`src/mem_test_params.svh`:
```
/* sizing for the memory test subsystem
   MT_ADDR_W must equal the sum of the five field widths and
   MT_RAM_DEPTH must equal 2**(MT_ROW_W + MT_COL_W) */
`ifndef MEM_TEST_PARAMS_SVH
`define MEM_TEST_PARAMS_SVH

// ---------------------------------------------------------------------------
// data path
// ---------------------------------------------------------------------------
// one test word
`define MT_LANE_W 16
// words per bus beat
`define MT_LANES 4
`define MT_BUS_W 64
// beats per burst, one row holds one burst
`define MT_BURST_LEN 4

// ---------------------------------------------------------------------------
// address fields, msb to lsb
// ---------------------------------------------------------------------------
`define MT_CS_W 1
`define MT_ROW_W 6
`define MT_BANK_W 2
// col is the beat index inside a burst
`define MT_COL_W 2
// byte offset inside a beat
`define MT_DP_W 3
`define MT_ADDR_W 14

// stored beats, row and col bits together
`define MT_RAM_DEPTH 256

`endif

```
`src/mem_test_pkg.sv`:
```
/* shared types for the memory test subsystem
   field order of the address union follows the controller map:
   cs, row, bank, col, byte offset */
`include "mem_test_params.svh"

package mem_test_pkg;

	// -----------------------------------------------------------------------
	// bus address
	// -----------------------------------------------------------------------
	// flat view travels on the AW and AR channels
	// field view is used to step rows and to index the RAM
	typedef union packed
	{
		logic [`MT_ADDR_W-1:0] word;
		struct packed
		{
			// chip select, tied low here
			logic [`MT_CS_W-1:0] cs;
			logic [`MT_ROW_W-1:0] row;
			// bank is never stepped
			logic [`MT_BANK_W-1:0] bank;
			// beat inside the burst
			logic [`MT_COL_W-1:0] col;
			// byte offset, always zero for full beats
			logic [`MT_DP_W-1:0] dp;
		} f;
	} mt_addr_u;

	// -----------------------------------------------------------------------
	// pattern data
	// -----------------------------------------------------------------------
	// one lane of the test pattern
	// lane value = seed + word index, wraps modulo 2**MT_LANE_W
	typedef logic [`MT_LANE_W-1:0] mt_lane_t;

endpackage

```
`src/mem_pattern_writer.sv`:
```
/* AXI write master, one burst in flight, no ids, strobes or error responses
   rows above 2**MT_ROW_W wrap, so burst counts beyond 64 overwrite row 0 onward
   i_start is taken only while idle */
`include "mem_test_params.svh"

module mem_pattern_writer
	import mem_test_pkg::*;
(
	input  logic                  iCLK,
	input  logic                  iRST,
	input  logic                  i_start,
	input  logic [7:0]            i_burst_count,
	input  mt_lane_t              i_seed,
	input  logic                  i_awready,
	input  logic                  i_wready,
	input  logic                  i_bvalid,
	output logic                  o_awvalid,
	output logic [`MT_ADDR_W-1:0] o_awaddr,
	output logic                  o_wvalid,
	output logic [`MT_BUS_W-1:0]  o_wdata,
	output logic                  o_wlast,
	output logic                  o_bready,
	output logic                  o_wr_done
);

	// -----------------------------------------------------------------------
	// state encoding
	// -----------------------------------------------------------------------
	localparam logic [2:0] lp_idle   = 3'd0;
	localparam logic [2:0] lp_addr   = 3'd1;
	localparam logic [2:0] lp_data   = 3'd2;
	localparam logic [2:0] lp_resp   = 3'd3;
	localparam logic [2:0] lp_finish = 3'd4;
	localparam logic [`MT_COL_W-1:0] lp_last_beat = `MT_COL_W'(`MT_BURST_LEN - 1);

	logic [2:0]          r_state;
	logic                r_awvalid;
	logic                r_wvalid;
	logic                r_wlast;
	logic                r_bready;
	logic                r_wr_done;
	// burst address, only the row field moves
	mt_addr_u            r_addr;
	// first pattern word of the current beat
	mt_lane_t            r_word;
	logic [`MT_COL_W-1:0] r_beat;
	logic [7:0]          r_burst;
	logic                q_go;
	logic                q_w_fire;
	logic                q_b_fire;
	logic                q_last_burst;

	assign q_go         = (r_state == lp_idle) & i_start;
	assign q_w_fire     = r_wvalid & i_wready;
	assign q_b_fire     = r_bready & i_bvalid;
	assign q_last_burst = (8'(r_burst + 8'd1) == i_burst_count);

	// -----------------------------------------------------------------------
	// channel control
	// -----------------------------------------------------------------------
	always_ff @(posedge iCLK)
	begin
		if (iRST)
		begin
			r_state   <= lp_idle;
			r_awvalid <= 1'b0;
			r_wvalid  <= 1'b0;
			r_wlast   <= 1'b0;
			r_bready  <= 1'b0;
			r_wr_done <= 1'b0;
		end
		else
		begin
			// done strobe lasts one cycle
			r_wr_done <= 1'b0;
			case (r_state)
				lp_idle:
				begin
					if (i_start)
					begin
						if (i_burst_count == 8'd0)
						begin
							r_state <= lp_finish;
						end
						else
						begin
							r_awvalid <= 1'b1;
							r_state   <= lp_addr;
						end
					end
				end
				lp_addr:
				begin
					// data valid only after the address is taken
					if (r_awvalid & i_awready)
					begin
						r_awvalid <= 1'b0;
						r_wvalid  <= 1'b1;
						r_wlast   <= (lp_last_beat == '0);
						r_state   <= lp_data;
					end
				end
				lp_data:
				begin
					if (q_w_fire)
					begin
						if (r_wlast)
						begin
							r_wvalid <= 1'b0;
							r_wlast  <= 1'b0;
							r_bready <= 1'b1;
							r_state  <= lp_resp;
						end
						else
						begin
							r_wlast <= (`MT_COL_W'(r_beat + 1'b1) == lp_last_beat);
						end
					end
				end
				lp_resp:
				begin
					if (q_b_fire)
					begin
						r_bready <= 1'b0;
						if (q_last_burst)
						begin
							r_state <= lp_finish;
						end
						else
						begin
							r_awvalid <= 1'b1;
							r_state   <= lp_addr;
						end
					end
				end
				lp_finish:
				begin
					r_wr_done <= 1'b1;
					r_state   <= lp_idle;
				end
				default:
				begin
					r_state <= lp_idle;
				end
			endcase
		end
	end

	// -----------------------------------------------------------------------
	// address and pattern counters
	// -----------------------------------------------------------------------
	always_ff @(posedge iCLK)
	begin
		if (q_go)
		begin
			r_word  <= i_seed;
			r_addr  <= '0;
			r_beat  <= '0;
			r_burst <= 8'd0;
		end
		else
		begin
			if (q_w_fire)
			begin
				r_word <= r_word + mt_lane_t'(`MT_LANES);
				r_beat <= r_beat + 1'b1;
			end
			// next row once the response is back
			if (q_b_fire)
			begin
				r_addr.f.row <= r_addr.f.row + 1'b1;
				r_burst      <= r_burst + 8'd1;
				r_beat       <= '0;
			end
		end
	end

	// lane l carries word r_word + l
	always_comb
	begin
		for (int l = 0; l < `MT_LANES; l++)
		begin
			o_wdata[l*`MT_LANE_W +: `MT_LANE_W] = r_word + mt_lane_t'(l);
		end
	end

	assign o_awvalid = r_awvalid;
	assign o_awaddr  = r_addr.word;
	assign o_wvalid  = r_wvalid;
	assign o_wlast   = r_wlast;
	assign o_bready  = r_bready;
	assign o_wr_done = r_wr_done;

endmodule

```
`config.mk`:
```
export PLATFORM = sky130hd
export DESIGN_NAME = mem_pattern_writer
export DESIGN_NICKNAME = d
export VERILOG_FILES = /design/src/mem_test_pkg.sv /design/src/mem_pattern_writer.sv
export VERILOG_INCLUDE_DIRS = /design/src
export SDC_FILE = /design/constraint.sdc
export NUM_CORES = 1
export LEC_CHECK = 0
export ABC_AREA = 1
export BUFFER_PORTS_ARGS = -buffer_cell sky130_fd_sc_hd__buf_2
export CAP_MARGIN = 20
export CORE_AREA = 2 2 96 79
export DETAILED_ROUTE_END_ITERATION = 8
export DIE_AREA = 0 0 98 81
export GPL_TIMING_DRIVEN = 1
export PLACE_DENSITY = 0.84
export SLEW_MARGIN = 15
export SYNTH_ARGS = -nofsm -noshare
export SYNTH_HDL_FRONTEND = slang
export SYNTH_SLANG_ARGS = --single-unit
export TNS_END_PERCENT = 10
```
`constraint.sdc`:
```
create_clock -name iCLK -period 2.09 [get_ports iCLK]
set_input_delay 0.418 -clock iCLK [delete_from_list [all_inputs] [get_ports iCLK]]
set_output_delay 0.418 -clock iCLK [all_outputs]
set_load 0.02 [all_outputs]
```
[Word level (Yosys, flattened, before mapping)]
Index checks and enable logic that the tools add are counted.
W data, S select, Z words.
Word-level totals
  bits in registers: 40
  input port bits: 30
  output and inout port bits: 83
  word-level logic and storage cells: 74
Operators by class
  $add $sub $neg: 7
  equal/unequal tests: 13
  mux-type cells: 28
  bitwise gates (word level): 4
  reduce and logical (&&, ||, !) cells: 12
Operators with widths (number)
  $add A16 B2 Y16 const B: 2
  $mux W16: 2
  $mux W3: 7
  $add A16 B1 Y16 const B: 1
  $add A16 B3 Y16 const B: 1
  $mux W1: 14
  $ne A2 B2 Y1 const B: 7
  $pmux W3 S4: 1
  $add A8 B1 Y8 const B: 1
  $eq A8 B8 Y1: 1
  $logic_not A8 Y1: 1
  $reduce_and A4 Y1: 2
  $add A6 B1 Y6 const B: 1
  $eq A3 B2 Y1 const B: 2
  $pmux W1 S2: 3
  $reduce_and A6 Y1: 1
  $reduce_bool A2 Y1: 3
  $reduce_and A5 Y1: 1
  $and A1 B1 Y1: 4
  $eq A3 B1 Y1 const B: 1
  $eq A3 B3 Y1 const B: 1
  $logic_not A3 Y1: 1
  $pmux W1 S3: 1
  $reduce_and A3 Y1: 1
  4 further kinds: 4

[Longest topological paths before layout]
Gate-level depths: netlist of the first run.
  depth after elaboration: 5
  depth in mapped cells: 14
  depth with buffers taken out: 14

[Worst setup path after synthesis of the first run]
Ideal clock, no wire load.
  path type: register to output
  start point: register r_word[2]
  end point: output o_wdata[29]
  arrival time: 2.062 ns
  data required time: 1.672 ns
  path slack: -0.390 ns
  cell stages (with the launch flop): 9
  buffers on the path: 0
  path through: edfxtp_1 -> ha_1 -> nand3_2 -> nor2_2 -> nand2_1 -> nor2_1 -> xor2_1 -> nand2_1 -> o21ai_1
Between the ends
  word-level cells in the longest chain between the ends: 1
RTL lines
  from (decl): RTL line mem_pattern_writer.sv:45  | mt_lane_t r_word;
  from (signal assigned): RTL line mem_pattern_writer.sv:156  | r_word <= i_seed;
  from (signal assigned): RTL line mem_pattern_writer.sv:165  | r_word <= r_word + mt_lane_t'(`MT_LANES);
  $add A16 B1 Y16: RTL line mem_pattern_writer.sv:183  | o_wdata[l*`MT_LANE_W +: `MT_LANE_W] = r_word + mt_lane_t'(l);
  to (decl): RTL line mem_pattern_writer.sv:20  | output logic [`MT_BUS_W-1:0] o_wdata,
No other way between the ends.

[Final worst setup path of the first run]
  start point: register r_word[2]
  end point: output o_wdata[46]
Between the ends
  word-level cells in the longest chain between the ends: 1
RTL lines (RTL line)
  $add A16 B2 Y16: mem_pattern_writer.sv:183
No other way between the ends.

==> impl_metrics.toml, run 1 <==
[global_route]
grt_use_total = 0.228
grt_pass1_vias = 3159
gr-total-overflow = 0
grt_start_max_net_pins = 26
antenna_found_initial = 0
grt_pass1_wl_um = 14500

[logic_synthesis]
synth_top_area_cell = "dfxtp_1"
ys_top_cells_by_count = "nand2_1, inv_1, xor2_1, nor2_1, nand3_1"
netlist_instances = 427
synth_most_common_cell = "nand2_1"
async_flop_share = 0
synthFlopType = "dfxtp_1"
yosys-top-cells-area = "dfxtp_1, edfxtp_1, nand2_1"
yosysSeqAreaShare = 0.315
synth_seq_cells = 40
synth.avg_cell_area_um2 = 7.14
synth_top_area_frac = 0.158
synth_edf_count = 16
yosys_warnings = 0
syn-cell-area_um2 = 3050
ys_types = 42

[timing]
finalWorstSetupSlack_ns = -0.310
hold_violations = 0
setup_viol = 36
timing.final.crit_share = 1.15
finClkSkew_ns = 0.00858
rsz0062_at_grt = "yes"
slew_viol_final = 0
max_freq_mhz = 417
finalCriticalPeriod_ns = 2.40
holdWs_ns = 0.400

[placed_design]
globalplace.congestion = 0.932
post-place-ws_ns = -0.0800
port_buffers = 104
place_area_um2 = 4020
dp_hpwl_um = 7130

[min_path]
whs_path_depth = 3
min-delay-start = "i_seed[10]"
hold_class = "primary input to register"
holdPathEnd = "r_word[10]"

[route]
via_per_inst = 5.06
drc_errors = 0
vias = 3355
antenna_left = 0
drt-wirelength-per-cell_um = 14.1
dr.pass1.iters = 4
drt-total-wl_um = 9380
drt-initial-drc-count = 77

[clock_tree]
path_clk_slew_ns = 0.08
clock-root-buffer = "clkbuf_8"
cts_num_sinks = 40
clockBufferDepth = 2
cts_tree = "built"
cts_buffers = 5
worstSkewPairLatency_ns = 0.29
cts_max_level = 2

[setup_path]
crit_family = "flip-flops"
critical_path.cell_chain = "ha_4, inv_8, nor2_4, inv_2, nor4_4, xor2_2, nand2_1, o21ai_4, buf_6"
worst-setup-path-type = "register to output pin"
worstPathArrival_ns = 1.98
crit_required_ns = 1.67
slowest_stage = "edfxtp_1"
timing.reg2reg.setup_slack_ns = 0.10
reg2reg_depth = 11
crit_fanout = 4
slowest_delay_ns = 0.49
start_kind = "register"
r2r-end = "r_word[14]"
reg2reg_from = "r_word[2]"
crit_path_end_kind = "output pin"
critPathBufInv = 3

[die]
boundaryPins = 113
fp.dieW_um = 98
fp.dieH_um = 81
die-area_um2 = 7940
rows = 28
initial_core_util = 0.429
core_um2 = 7110

[final_layout]
final_area_um2 = 4500
drive_gt1_frac = 0.426
areaGrowthSynthToFinish_pct = 47.6
num-nets-final = 610
diodes = 0

[pwr]
power.density_nw_per_um2 = 1360
p_leak_nw = 2.15
ir_drop_mv = 0.512

[status]
status = "finished with violations"
violations = "negative setup slack"

[flow_run]
max_cap_viol_count = 0
cell families (layout without fill, tap and decap cells):
group,Yosys count,after routing,share of synthesized area
AOI/OAI and AO/OA,59,59,0.105
other,1,8,0.00123
xor gates and xnor gates,40,40,0.117
DFF,40,40,0.315
adders and majority gates,8,8,0.0328
buffers and inverters,84,223,0.126
and+or+nand+nor,195,195,0.302
through the flow:
stage	util	instances	setup TNS [ns]	total power, mW
after floorplan	-	434	-2.13	3.70
after global placement	0.565	641	0	4.82
after detailed placement	0.565	641	-0.211	4.90
after CTS	0.611	656	-5.39	5.90
after global routing	0.633	663	-9.42	6.52
final	0.633	663	-5.95	6.12
worst max path at each step:
stage / start / endpoint / cells past startpoint
after floorplan: r_word[1] / o_wdata[61] / 7
after global placement: r_word[2] / o_wdata[42] / 11
after detailed placement: r_word[2] / o_wdata[42] / 11
after CTS: r_word[2] / o_wdata[42] / 11
after global routing: r_word[2] / o_wdata[42] / 11
final: r_word[2] / o_wdata[46] / 9
registers in the layout (all words and copies together) (netlist names), 2 cells and up:
signal	flops
r_word	16
r_burst	8
r_beat	2
r_state	3
o_awaddr	6
tightest hold or removal path, cell delays in order:
cell	delay, ns
buf_2	0.07
nand2_1	0.04
nand2_1	0.06
placed cells by master, fill, tap and decap left out, drive strengths merged:
| cell | count |
|---|---|
| a211oi | 1 |
| a21oi | 12 |
| a22oi | 2 |
| a31oi | 3 |
| a32oi | 1 |
| and3 | 1 |
| buf | 150 |
| bufinv | 1 |
| clkbuf | 7 |
| conb | 8 |
| dfxtp | 24 |
| edfxtp | 16 |
| ha | 8 |
| inv | 65 |
| nand2 | 102 |
| nand3 | 31 |
| nand3b | 1 |
| nand4 | 6 |
| nor2 | 42 |
| nor3 | 5 |
| nor4 | 3 |
| o21ai | 34 |
| o21bai | 1 |
| o22ai | 3 |
| o31ai | 2 |
| or2 | 4 |
| xnor2 | 4 |
| xor2 | 36 |
area by class of cell:
| class | instances | area, um2 |
|---|---|---|
| clock buffers | 7 | 96.3 |
| clock inverters | 1 | 30.0 |
| fillers | 593 | 2610 |
| inverters | 65 | 251 |
| multi-input cells | 310 | 2060 |
| flip-flops and latches | 40 | 961 |
| well taps | 90 | 113 |
| repair buffers | 150 | 988 |
routing by layer:
metal / up-vias / share of wire / global-route usage
li1: 1632 / - / -
met1: 1551 / 0.39 / 0.255
met2: 143 / 0.51 / 0.426
met3: 29 / 0.075 / 0.0473
met4: 0 / 0.031 / 0.0958
met5: - / 0 / 0
power by group:
group	switching (mW)	total [mW]	internal, mW
registers	0.241	1.33	1.09
clock network	0.270	0.692	0.422
logic	2.48	4.10	1.62
total	2.99	6.12	3.13
timing repair:
action                                  4_1_cts  5_1_grt
hold buffers                                  0        0
endpoints found under the setup margin       37       39
resized for setup                            50       25
setup buffers                                 7        7
pin swaps                                    13        9
No activity file was read; power rests on OpenSTA's default activity.
==> run 2, diff against run 1 <==
CTS_BUF_LIST = sky130_fd_sc_hd__clkbuf_16   (was unset)
==> impl_metrics.toml, run 2 (synthesis gave the netlist of run 1 again) <==
[status]
status = "finished with violations"
violations = "negative setup slack"

[pwr]
power.density_nw_per_um2 = 1390
ir_drop_mv = 0.505
p_leak_nw = 2.15

[timing]
timing.final.crit_share = 1.14
max_freq_mhz = 419
hold_violations = 0
slew_viol_final = 0
setup_viol = 36
finClkSkew_ns = 0.00312
rsz0062_at_grt = "yes"
finalWorstSetupSlack_ns = -0.295
finalCriticalPeriod_ns = 2.38

[clock_tree]
hold_buffers = 0
clockBufferDepth = 2
path_clk_slew_ns = 0.06
cts_tree = "built"
cts_buffers = 5
clock-root-buffer = "clkbuf_16"
cts_num_sinks = 40
cts_max_level = 2
worstSkewPairLatency_ns = 0.28

[setup_path]
worst-setup-path-type = "register to output pin"
critical_path.cell_chain = "ha_4, inv_8, nor2_4, inv_2, nor4_4, xor2_2, nand2_1, o21ai_4, buf_6"
r2r-end = "r_word[14]"
slowest_delay_ns = 0.48
reg2reg_from = "r_word[2]"
timing.reg2reg.setup_slack_ns = 0.08
crit_required_ns = 1.67
crit_path_end_kind = "output pin"
slowest_stage = "edfxtp_1"
worstPathArrival_ns = 1.97
crit_family = "flip-flops"
reg2reg_depth = 11
start_kind = "register"
critPathBufInv = 3
crit_fanout = 4

[final_layout]
largest_reg_flops = 16
final_cell_mix = "nand2_1, buf_2, buf_4, inv_1, nand3_1"
multi_input_area_um2 = 2030
diodes = 0
drive_gt1_frac = 0.419
final_common_cell = "nand2_1"
fin_util = 0.632
areaGrowthSynthToFinish_pct = 47.5
seq_area_um2 = 961
regMostFlops = "r_word"
num-nets-final = 610
num-fill-cells = 606

[global_route]
gr-total-overflow = 0
grt_use_total = 0.231
grt_pass1_vias = 3207
grt_start_max_net_pins = 26
antenna_found_initial = 0
grt_pass1_wl_um = 14700

[die]
boundaryPins = 113
core_um2 = 7110
fp.dieW_um = 98
die-area_um2 = 7940
initial_core_util = 0.429
rows = 28
fp.dieH_um = 81

[route]
via_per_inst = 5.10
drt-total-wl_um = 9630
drt-wirelength-per-cell_um = 14.5
drc_errors = 0
dr.pass1.iters = 4
vias = 3383
antenna_left = 0
drt-initial-drc-count = 115

[placed_design]
dp_hpwl_um = 7130
port_buffers = 104
post-place-ws_ns = -0.0800
globalplace.congestion = 0.932

[min_path]
holdPathEnd = "r_word[10]"
min-delay-start = "i_seed[10]"
whs_path_depth = 3
hold_class = "primary input to register"

[flow_run]
max_cap_viol_count = 0
==> run 2: cell count changes in the layout (fill, tap and decap cells not counted) <==
cell       previous run  this run
buf_2                70        73
buf_4                70        67
clkbuf_16             0         5
clkbuf_8              7         0
inv_2                15        17
xnor2_1               2         3
xnor2_2               2         1
xor2_1               20        23
xor2_2               15        12
==> run 2: tightest hold or removal path, delay by kind of cell <==
kind                   cells  cell delay, ns
buffers and inverters      1            0.07
AND/OR/NAND/NOR            2            0.10
==> run 2: through the flow <==
stage                     power [mW]  std cells  TNS [ns]  hold slack [ns]  instance area (um2)
after global placement          4.82        641         0            0.453                 4020
after detailed placement        4.90        641    -0.211            0.460                 4020
final                           6.27        663     -5.62            0.412                 4500
after global routing            6.64        663     -8.84            0.420                 4500
after CTS                       6.05        656     -4.58            0.413                 4370
after floorplan                 3.70        434     -2.13            0.445                 3270
==> run 2: where the power goes <==
| part | internal [mW] | total [mW] | switching (mW) |
|---|---|---|---|
| clock network | 0.556 | 0.859 | 0.302 |
| logic | 1.59 | 4.08 | 2.49 |
| registers | 1.09 | 1.33 | 0.243 |
| total | 3.23 | 6.27 | 3.03 |
==> run 2: final cells by class <==
| cell class | count | share of cell area |
|---|---|---|
| multi-input combinational | 310 | 0.451 |
| sequential | 40 | 0.214 |
| clock buffer | 5 | 0.0278 |
| timing repair buffer | 150 | 0.218 |
| inverter | 65 | 0.0559 |
| clock inverter | 3 | 0.00834 |
| tap | 90 | 0.0250 |
==> run 2: worst max path at each step <==
stage,cells after the start,start,endpoint
2_1_floorplan,7,r_word[1],o_wdata[61]
3_3_place_gp,11,r_word[2],o_wdata[42]
3_5_place_dp,11,r_word[2],o_wdata[42]
4_1_cts,11,r_word[2],o_wdata[42]
5_1_grt,11,r_word[2],o_wdata[42]
6_report,9,r_word[2],o_wdata[46]
==> run 2: per-layer routing <==
metal,GRT usage,routed length (um),vias to the layer above
met5,0,0,-
li1,-,-,1630
met4,0.0875,233,0
met3,0.0516,666,24
met1,0.252,3710,1596
met2,0.443,5020,133
==> run 2: repair_timing <==
action                     4_1_cts  5_1_grt
setup endpoints to repair       33       38
pin swaps                       13        9
buffers inserted                 7        7
cloned                           0        0
resized for setup               47       21
